$ cat src/verilog/eeprom_cfg.svh
`ifndef EEPROM_CFG_SVH
`define EEPROM_CFG_SVH

// byte address into the 2048-byte array
`define EE_ADDR_W 11

`define EE_DEVICE_CODE 4'b1010

// CLK cycles per SCL half period, even and at least 2
`define EE_SCL_HALF 4

`endif

$ cat src/verilog/eeprom_pkg.sv
package eeprom_pkg;

    // what the sequencer asks of the bit engine
    typedef enum logic [1:0] {
        OP_START = 2'd0,
        OP_STOP  = 2'd1,
        OP_WRITE = 2'd2,
        OP_READ  = 2'd3
    } bus_op_e;

    // first byte after a start, msb goes out first
    typedef struct packed {
        logic [3:0] device_code;
        logic [2:0] block;    // address bits 10..8
        logic       rw;       // 1 = read
    } ctrl_byte_t;

    // one byte on the wire, seen as control or as plain data
    typedef union packed {
        ctrl_byte_t ctrl;
        logic [7:0] data;
    } bus_byte_u;

endpackage

$ cat src/verilog/eeprom_bit_engine.sv
`include "eeprom_cfg.svh"

module eeprom_bit_engine (
    input  logic                CLK,
    input  logic                RESET,
    input  logic                op_valid,
    input  eeprom_pkg::bus_op_e op_code,
    input  logic [7:0]          op_tx_byte,
    input  logic                op_ack_out,
    output logic                op_done,
    output logic [7:0]          op_rx_byte,
    output logic                op_ack_in,
    output logic                scl,
    output logic                sda_oe,
    input  logic                sda_in
);
    import eeprom_pkg::*;

    localparam int QUARTER = `EE_SCL_HALF / 2;
    localparam int PH_W    = (QUARTER > 1) ? $clog2(QUARTER) : 1;

    logic            busy;
    bus_op_e         code_q;
    logic [PH_W-1:0] phase;
    logic [5:0]      step;       // quarter steps, 4 per bit
    logic [7:0]      shift_q;

    logic            accept;
    logic            step_end;
    logic            op_end;
    logic            enter;
    logic [5:0]      enter_step;
    bus_op_e         cur_code;
    logic            is_byte;
    logic [5:0]      last_step;
    logic [1:0]      quarter;
    logic [3:0]      bit_idx;
    logic            tx_bit;

    assign accept     = !busy && op_valid;
    assign cur_code   = busy ? code_q : op_code;
    assign is_byte    = (cur_code == OP_WRITE) || (cur_code == OP_READ);
    assign last_step  = is_byte ? 6'd35 : 6'd7;    // 9 bits or 2 bits
    assign step_end   = busy && (phase == PH_W'(QUARTER - 1));
    assign op_end     = step_end && (step == last_step);
    assign enter      = accept || (step_end && !op_end);
    assign enter_step = accept ? 6'd0 : step + 6'd1;
    assign quarter    = enter_step[1:0];
    assign bit_idx    = enter_step[5:2];
    assign tx_bit     = busy ? shift_q[7] : op_tx_byte[7];

    always_ff @(posedge CLK)
    begin
        if (RESET)
        begin
            busy    <= 1'b0;
            op_done <= 1'b0;
            phase   <= '0;
            step    <= '0;
        end
        else
        begin
            op_done <= op_end;
            if (accept)
            begin
                busy  <= 1'b1;
                phase <= '0;
                step  <= '0;
            end
            else if (step_end)
            begin
                phase <= '0;
                step  <= enter_step;
                busy  <= !op_end;
            end
            else if (busy)
                phase <= phase + PH_W'(1);
        end
    end

    // per bit: sda set, scl up, sample, scl down
    always_ff @(posedge CLK)
    begin
        if (RESET)
        begin
            scl    <= 1'b1;
            sda_oe <= 1'b0;
        end
        else if (enter && is_byte)
        begin
            case (quarter)
                2'd0:
                begin
                    if (bit_idx == 4'd8)
                        sda_oe <= (cur_code == OP_READ) && !op_ack_out;
                    else
                        sda_oe <= (cur_code == OP_WRITE) && !tx_bit;
                end
                2'd1:    scl <= 1'b1;
                2'd3:    scl <= 1'b0;
                default: ;
            endcase
        end
        else if (enter)
        begin
            case (enter_step)
                6'd0:    sda_oe <= (cur_code == OP_STOP);     // start releases, stop pulls
                6'd2:    scl <= 1'b1;
                6'd4:    sda_oe <= (cur_code == OP_START);    // the actual start/stop edge
                6'd6:    scl <= (cur_code == OP_STOP);
                default: ;
            endcase
        end
    end

    always_ff @(posedge CLK)
    begin
        if (accept)
        begin
            code_q  <= op_code;
            shift_q <= op_tx_byte;
        end
        else if (enter && is_byte && quarter == 2'd2)
        begin
            if (bit_idx == 4'd8)
                op_ack_in <= sda_in;    // low = acked
            else
                op_rx_byte <= {op_rx_byte[6:0], sda_in};
        end
        else if (enter && is_byte && quarter == 2'd3)
            shift_q <= {shift_q[6:0], 1'b0};
    end

endmodule

$ cat src/verilog/eeprom_ctrl_top.sv
`include "eeprom_cfg.svh"

module eeprom_ctrl_top (
    input  logic                  CLK,
    input  logic                  RESET,
    input  logic                  req_valid,
    output logic                  req_ready,
    input  logic                  req_write,
    input  logic [`EE_ADDR_W-1:0] req_addr,
    input  logic [7:0]            req_wdata,
    output logic                  resp_valid,
    input  logic                  resp_ready,
    output logic [7:0]            resp_rdata,
    output logic                  resp_nack,
    output logic                  scl,
    output logic                  sda_oe,
    input  logic                  sda_in
);
    import eeprom_pkg::*;

    logic                  cmd_valid;
    logic                  cmd_ready;
    logic                  cmd_write;
    logic [`EE_ADDR_W-1:0] cmd_addr;
    logic [7:0]            cmd_wdata;

    logic                  op_valid;
    bus_op_e               op_code;
    logic [7:0]            op_tx_byte;
    logic                  op_ack_out;
    logic                  op_done;
    logic [7:0]            op_rx_byte;
    logic                  op_ack_in;

    eeprom_req_stage u_req_stage (
        .CLK       (CLK),
        .RESET     (RESET),
        .req_valid (req_valid),
        .req_ready (req_ready),
        .req_write (req_write),
        .req_addr  (req_addr),
        .req_wdata (req_wdata),
        .cmd_valid (cmd_valid),
        .cmd_ready (cmd_ready),
        .cmd_write (cmd_write),
        .cmd_addr  (cmd_addr),
        .cmd_wdata (cmd_wdata)
    );

    eeprom_sequencer u_sequencer (
        .CLK        (CLK),
        .RESET      (RESET),
        .cmd_valid  (cmd_valid),
        .cmd_ready  (cmd_ready),
        .cmd_write  (cmd_write),
        .cmd_addr   (cmd_addr),
        .cmd_wdata  (cmd_wdata),
        .op_valid   (op_valid),
        .op_code    (op_code),
        .op_tx_byte (op_tx_byte),
        .op_ack_out (op_ack_out),
        .op_done    (op_done),
        .op_rx_byte (op_rx_byte),
        .op_ack_in  (op_ack_in),
        .resp_valid (resp_valid),
        .resp_ready (resp_ready),
        .resp_rdata (resp_rdata),
        .resp_nack  (resp_nack)
    );

    // bus pins go straight out, the wired-AND is outside
    eeprom_bit_engine u_bit_engine (
        .CLK        (CLK),
        .RESET      (RESET),
        .op_valid   (op_valid),
        .op_code    (op_code),
        .op_tx_byte (op_tx_byte),
        .op_ack_out (op_ack_out),
        .op_done    (op_done),
        .op_rx_byte (op_rx_byte),
        .op_ack_in  (op_ack_in),
        .scl        (scl),
        .sda_oe     (sda_oe),
        .sda_in     (sda_in)
    );

endmodule

$ cat src/verilog/eeprom_req_stage.sv
`include "eeprom_cfg.svh"

module eeprom_req_stage (
    input  logic                  CLK,
    input  logic                  RESET,
    input  logic                  req_valid,
    output logic                  req_ready,
    input  logic                  req_write,
    input  logic [`EE_ADDR_W-1:0] req_addr,
    input  logic [7:0]            req_wdata,
    output logic                  cmd_valid,
    input  logic                  cmd_ready,
    output logic                  cmd_write,
    output logic [`EE_ADDR_W-1:0] cmd_addr,
    output logic [7:0]            cmd_wdata
);

    logic full;
    logic accept;

    // room when empty or when the held request leaves this cycle
    assign req_ready = !full || cmd_ready;
    assign accept    = req_valid && req_ready;
    assign cmd_valid = full;

    always_ff @(posedge CLK)
    begin
        if (RESET)
            full <= 1'b0;
        else if (accept)
            full <= 1'b1;
        else if (cmd_ready)
            full <= 1'b0;    // drained
    end

    always_ff @(posedge CLK)
    begin
        if (accept)
        begin
            cmd_write <= req_write;
            cmd_addr  <= req_addr;
            cmd_wdata <= req_wdata;
        end
    end

endmodule

$ cat src/verilog/eeprom_sequencer.sv
`include "eeprom_cfg.svh"

module eeprom_sequencer (
    input  logic                  CLK,
    input  logic                  RESET,
    input  logic                  cmd_valid,
    output logic                  cmd_ready,
    input  logic                  cmd_write,
    input  logic [`EE_ADDR_W-1:0] cmd_addr,
    input  logic [7:0]            cmd_wdata,
    output logic                  op_valid,
    output eeprom_pkg::bus_op_e   op_code,
    output logic [7:0]            op_tx_byte,
    output logic                  op_ack_out,
    input  logic                  op_done,
    input  logic [7:0]            op_rx_byte,
    input  logic                  op_ack_in,
    output logic                  resp_valid,
    input  logic                  resp_ready,
    output logic [7:0]            resp_rdata,
    output logic                  resp_nack
);
    import eeprom_pkg::*;

    localparam logic [3:0] S_IDLE    = 4'd0;
    localparam logic [3:0] S_START   = 4'd1;
    localparam logic [3:0] S_CTRL_WR = 4'd2;
    localparam logic [3:0] S_ADDR    = 4'd3;
    localparam logic [3:0] S_DATA_WR = 4'd4;
    localparam logic [3:0] S_RESTART = 4'd5;
    localparam logic [3:0] S_CTRL_RD = 4'd6;
    localparam logic [3:0] S_DATA_RD = 4'd7;
    localparam logic [3:0] S_STOP    = 4'd8;
    localparam logic [3:0] S_RESP    = 4'd9;

    logic [3:0]            state;
    logic                  nack_q;
    logic                  write_q;
    logic [`EE_ADDR_W-1:0] addr_q;
    logic [7:0]            wdata_q;
    logic [7:0]            rdata_q;
    bus_byte_u             tx_q;
    logic                  cmd_take;

    function automatic bus_byte_u ctrl_byte(input logic [2:0] block, input logic rw);
        bus_byte_u b;
        b.ctrl.device_code = `EE_DEVICE_CODE;
        b.ctrl.block       = block;
        b.ctrl.rw          = rw;
        return b;
    endfunction

    assign cmd_ready  = (state == S_IDLE);
    assign cmd_take   = cmd_valid && cmd_ready;
    assign op_valid   = (state != S_IDLE) && (state != S_RESP) && !op_done;
    assign op_tx_byte = tx_q.data;
    assign op_ack_out = 1'b1;    // single byte reads always end in NACK
    assign resp_valid = (state == S_RESP);
    assign resp_rdata = rdata_q;
    assign resp_nack  = nack_q;

    always_comb
    begin
        case (state)
            S_START, S_RESTART: op_code = OP_START;
            S_DATA_RD:          op_code = OP_READ;
            S_STOP:             op_code = OP_STOP;
            default:            op_code = OP_WRITE;
        endcase
    end

    always_ff @(posedge CLK)
    begin
        if (RESET)
        begin
            state  <= S_IDLE;
            nack_q <= 1'b0;
        end
        else
        begin
            case (state)
                S_IDLE:    state <= cmd_take ? S_START : S_IDLE;
                S_START:   state <= op_done ? S_CTRL_WR : S_START;
                S_CTRL_WR: state <= !op_done ? S_CTRL_WR : (op_ack_in ? S_STOP : S_ADDR);
                S_ADDR:
                begin
                    if (op_done)
                        state <= op_ack_in ? S_STOP : (write_q ? S_DATA_WR : S_RESTART);
                end
                S_DATA_WR: state <= op_done ? S_STOP : S_DATA_WR;
                S_RESTART: state <= op_done ? S_CTRL_RD : S_RESTART;
                S_CTRL_RD: state <= !op_done ? S_CTRL_RD : (op_ack_in ? S_STOP : S_DATA_RD);
                S_DATA_RD: state <= op_done ? S_STOP : S_DATA_RD;
                S_STOP:    state <= op_done ? S_RESP : S_STOP;
                S_RESP:    state <= resp_ready ? S_IDLE : S_RESP;
                default:   state <= S_IDLE;
            endcase
            if (cmd_take)
                nack_q <= 1'b0;
            else if (op_done && op_code == OP_WRITE && op_ack_in)
                nack_q <= 1'b1;    // keeps the first refusal
        end
    end

    // transmit byte is reloaded as each operation finishes
    always_ff @(posedge CLK)
    begin
        if (cmd_take)
        begin
            write_q <= cmd_write;
            addr_q  <= cmd_addr;
            wdata_q <= cmd_wdata;
            rdata_q <= 8'h00;    // zero unless a read completes
            tx_q    <= ctrl_byte(cmd_addr[`EE_ADDR_W-1:8], 1'b0);
        end
        else if (op_done)
        begin
            case (state)
                S_CTRL_WR: tx_q.data <= addr_q[7:0];
                S_ADDR:
                begin
                    if (write_q)
                        tx_q.data <= wdata_q;
                    else
                        tx_q <= ctrl_byte(addr_q[`EE_ADDR_W-1:8], 1'b1);
                end
                S_DATA_RD: rdata_q <= op_rx_byte;
                default: ;
            endcase
        end
    end

endmodule
$ cat config.mk
export PLATFORM = sky130hd
export DESIGN_NAME = eeprom_ctrl_top
export DESIGN_NICKNAME = d
export VERILOG_FILES = /design/src/verilog/eeprom_pkg.sv /design/src/verilog/eeprom_bit_engine.sv /design/src/verilog/eeprom_ctrl_top.sv /design/src/verilog/eeprom_req_stage.sv /design/src/verilog/eeprom_sequencer.sv
export VERILOG_INCLUDE_DIRS = /design/src /design/src/verilog
export SDC_FILE = /design/constraint.sdc
export NUM_CORES = 1
export LEC_CHECK = 0
export ABC_AREA = 1
export BUFFER_PORTS_ARGS = -buffer_cell sky130_fd_sc_hd__clkbuf_2
export CORE_MARGIN = 3
export CORE_UTILIZATION = 58
export DETAILED_ROUTE_END_ITERATION = 12
export PLACE_DENSITY = 0.79
export SETUP_SLACK_MARGIN = 0.4
export SKIP_CTS_REPAIR_TIMING = 1
export SYNTH_ARGS = -nofsm -noshare
export SYNTH_HDL_FRONTEND = slang
export SYNTH_SLANG_ARGS = --single-unit
$ cat constraint.sdc
create_clock -name CLK -period 2.37 [get_ports CLK]
set_input_delay 0.3555 -clock CLK [delete_from_list [all_inputs] [get_ports CLK]]
set_output_delay 0.3555 -clock CLK [all_outputs]
set_load 0.02 [all_outputs]
==> impl_metrics.json <==
{
  "multiInputGateArea_um2": 1224,
  "r2r_start": "u_sequencer.state[3]",
  "grt_pass1_vias": 2449,
  "cts_max_level": 3,
  "syn_area_per_cell_um2": 10.35,
  "overflow": 0,
  "swShare": 0.2558,
  "drv_slew": 0,
  "ys_ff_latch": 92,
  "tightest_slew_ns": 0.7197,
  "holdCritPathClass": "primary input to register",
  "ios": 38,
  "synth_nets": 385,
  "synth_edf_count": 62,
  "slew_headroom": 0.5078,
  "status": "finished clean",
  "root_buffer": "clkbuf_8",
  "syn-cell-area_um2": 3715,
  "synthArstFlopShare": 0,
  "pre_cts_slack_ns": 0.1329,
  "tns_ns": 0,
  "hold_start": "req_wdata[5]",
  "core_um2": 6061,
  "via_count": 2811,
  "dr.first_iter.drc_count": 223,
  "port_buffers": 37,
  "dpl.hpwl_um": 4722,
  "diodes": 0,
  "antenna_found_initial": 0,
  "ys_warn_count": 0,
  "rsz0062_at_grt": "true",
  "fillers": 420,
  "critPathCaptureType": "register",
  "worstSetupPathType": "register to register",
  "drtPass1Iterations": 5,
  "final_common_cell": "nand2_1",
  "setup_viol": 0,
  "synthesis.instances": 359,
  "p_comb_frac": 0.076,
  "skew_ns": 0.01370,
  "synth-main-ff-cell": "edfxtp_1",
  "slowest_delay_ns": 0.39,
  "worstPathCellList": "inv_4, nor2_4, nand2_2, a21oi_2, nand2_2, nand2_2, nand2_2, nand4_4, nand2_4, nor2_4, nand2_2, nor2_4",
  "startpoint": "u_sequencer.state[3]",
  "p_leak_uw": 0.001794,
  "die_area_um2": 7401,
  "place.gp.congestion": 0.9164,
  "drive_gt1_frac": 0.2844,
  "die-width_um": 86.03,
  "insertion_delay_ns": 0.37,
  "cts_sinks": 92,
  "wl_um": 7554,
  "hold_viol": 0,
  "min_period_over_period": 0.8539,
  "wire_per_inst_um": 15.20,
  "synth_cell_types": 39,
  "rows": 28,
  "seqPwrFrac": 0.589,
  "fmax_mhz": 494.1,
  "die_y_um": 86.03,
  "crit_required_ns": 2.43,
  "power_switching_uw": 785.2,
  "critical_path_arrival_ns": 2.08,
  "final_cell_mix": "nand2_1 (67), edfxtp_1 (62), clkbuf_2 (37)",
  "avgViaCountPerCell": 5.656,
  "worst_path_most_repeated_cell": "nand2_2",
  "area.growth.synth_to_final_pct": 20.65,
  "clkTransAtPathRegs_ns": 0.10,
  "startpoint_type": "register",
  "ir_worst_vdd_v": 0.0006491,
  "num-nets-final": 443,
  "cts-buffers-inserted": 9,
  "drc": 0,
  "power_density_nw_per_um2": 685.0,
  "slowest_stage": "dfxtp_4",
  "final_antenna_net_count": 0,
  "p_clk_frac": 0.335,
  "start_util": 0.6129,
  "internal-power_uw": 2285,
  "grt_usage": 0.1948,
  "yosysSeqAreaShare": 0.6628,
  "fin_ws_ns": 0.3462,
  "cts_buffer_depth": 2,
  "maxCapViolations": 0,
  "cts_tree": "built",
  "grt_max_degree": 26,
  "post-route-min-period_ns": 2.024,
  "ff_latch_area_um2": 2476,
  "grt_pass1_wl_um": 11180,
  "p_total_uw": 3070,
  "cp_max_fo": 8,
  "whs_ns": 0.1592
}
==> power by group through the flow <==
stage               clock network, µW  logic, µW  registers [µW]
global route                     1100        258            1810
CTS                              1030        181            1810
floorplan                           0        121            1840
global placement                    0        176            1840
finish                           1030        233            1810
detailed placement                  0        180            1850
==> final cells by class <==
cell class                 count  share of cell area
clock buffer                   9             0.02764
clock inverter                 7             0.01703
inverter                      34             0.02959
multi-input combinational    223              0.2730
sequential                    92              0.5525
tap                           75             0.02094
timing repair buffer          57             0.07929
==> flip-flops by register name (all words and copies together) (netlist names), 2 cells and up <==
signal,flops
u_sequencer.addr_q,11
u_bit_engine.code_q,2
u_sequencer.op_tx_byte,8
u_sequencer.state,4
u_req_stage.cmd_wdata,8
u_bit_engine.step,6
u_sequencer.resp_rdata,8
u_sequencer.wdata_q,8
u_bit_engine.op_rx_byte,8
u_req_stage.cmd_addr,11
u_bit_engine.shift_q,8
==> layer usage <==
layer	GRT usage	part of all wire
met3	0.05764	0.082
met4	0.06763	0.028
met2	0.2964	0.48
met1	0.2684	0.41
met5	0	0
==> cells in the mapped netlist (3+ instances only) <==
master / number / area (µm²)
nand3_2: 3 / 30.03
o21ai_0: 15 / 75.07
nor2_1: 41 / 153.9
nor3_1: 8 / 40.04
nand4_1: 4 / 25.02
or2_2: 3 / 18.77
o32ai_1: 3 / 26.28
inv_1: 32 / 120.1
o31ai_1: 3 / 22.52
a21oi_1: 24 / 120.1
nand2_1: 78 / 292.8
dfxtp_1: 30 / 600.6
nand3_1: 21 / 105.1
a311oi_1: 3 / 26.28
edfxtp_1: 62 / 1862
clkbuf_1: 6 / 22.52
==> cells by family after synthesis <==
group	count (synthesis)	synth area share
AOI/OAI and AO/OA	57	0.09061
and+or+nand+nor	165	0.1954
DFF	92	0.6629
buffers and inverters	44	0.04782
adders and majority gates	1	0.003368
==> worst paths after layout <==
kind	slack, ns	endpoint	cells after the start
setup / recovery	0.35	u_bit_engine.op_rx_byte[6]	12
hold / removal	0.16	u_req_stage.cmd_wdata[5]	1
setup reg to reg	0.35	u_bit_engine.op_rx_byte[6]	12
hold reg to reg	0.42	u_sequencer.addr_q[4]	0
==> through the flow <==
stage / utilization / std cells / instance area, µm²
detailed placement: 0.6633 / 468 / 4020
finish: 0.7395 / 497 / 4482
floorplan: - / 359 / 3732
global route: 0.7395 / 497 / 4482
global placement: 0.6633 / 468 / 4020
CTS: 0.6963 / 484 / 4220
==> worst max-delay path, delay by kind of cell (launching register included) <==
kind | cells | cell delay (ns)
and+or+nand+nor | 10 | 1.08
AOI/OAI and AO/OA | 1 | 0.20
DFF | 1 | 0.39
buffers and inverters | 1 | 0.06
(Power assumes the default switching activity.)
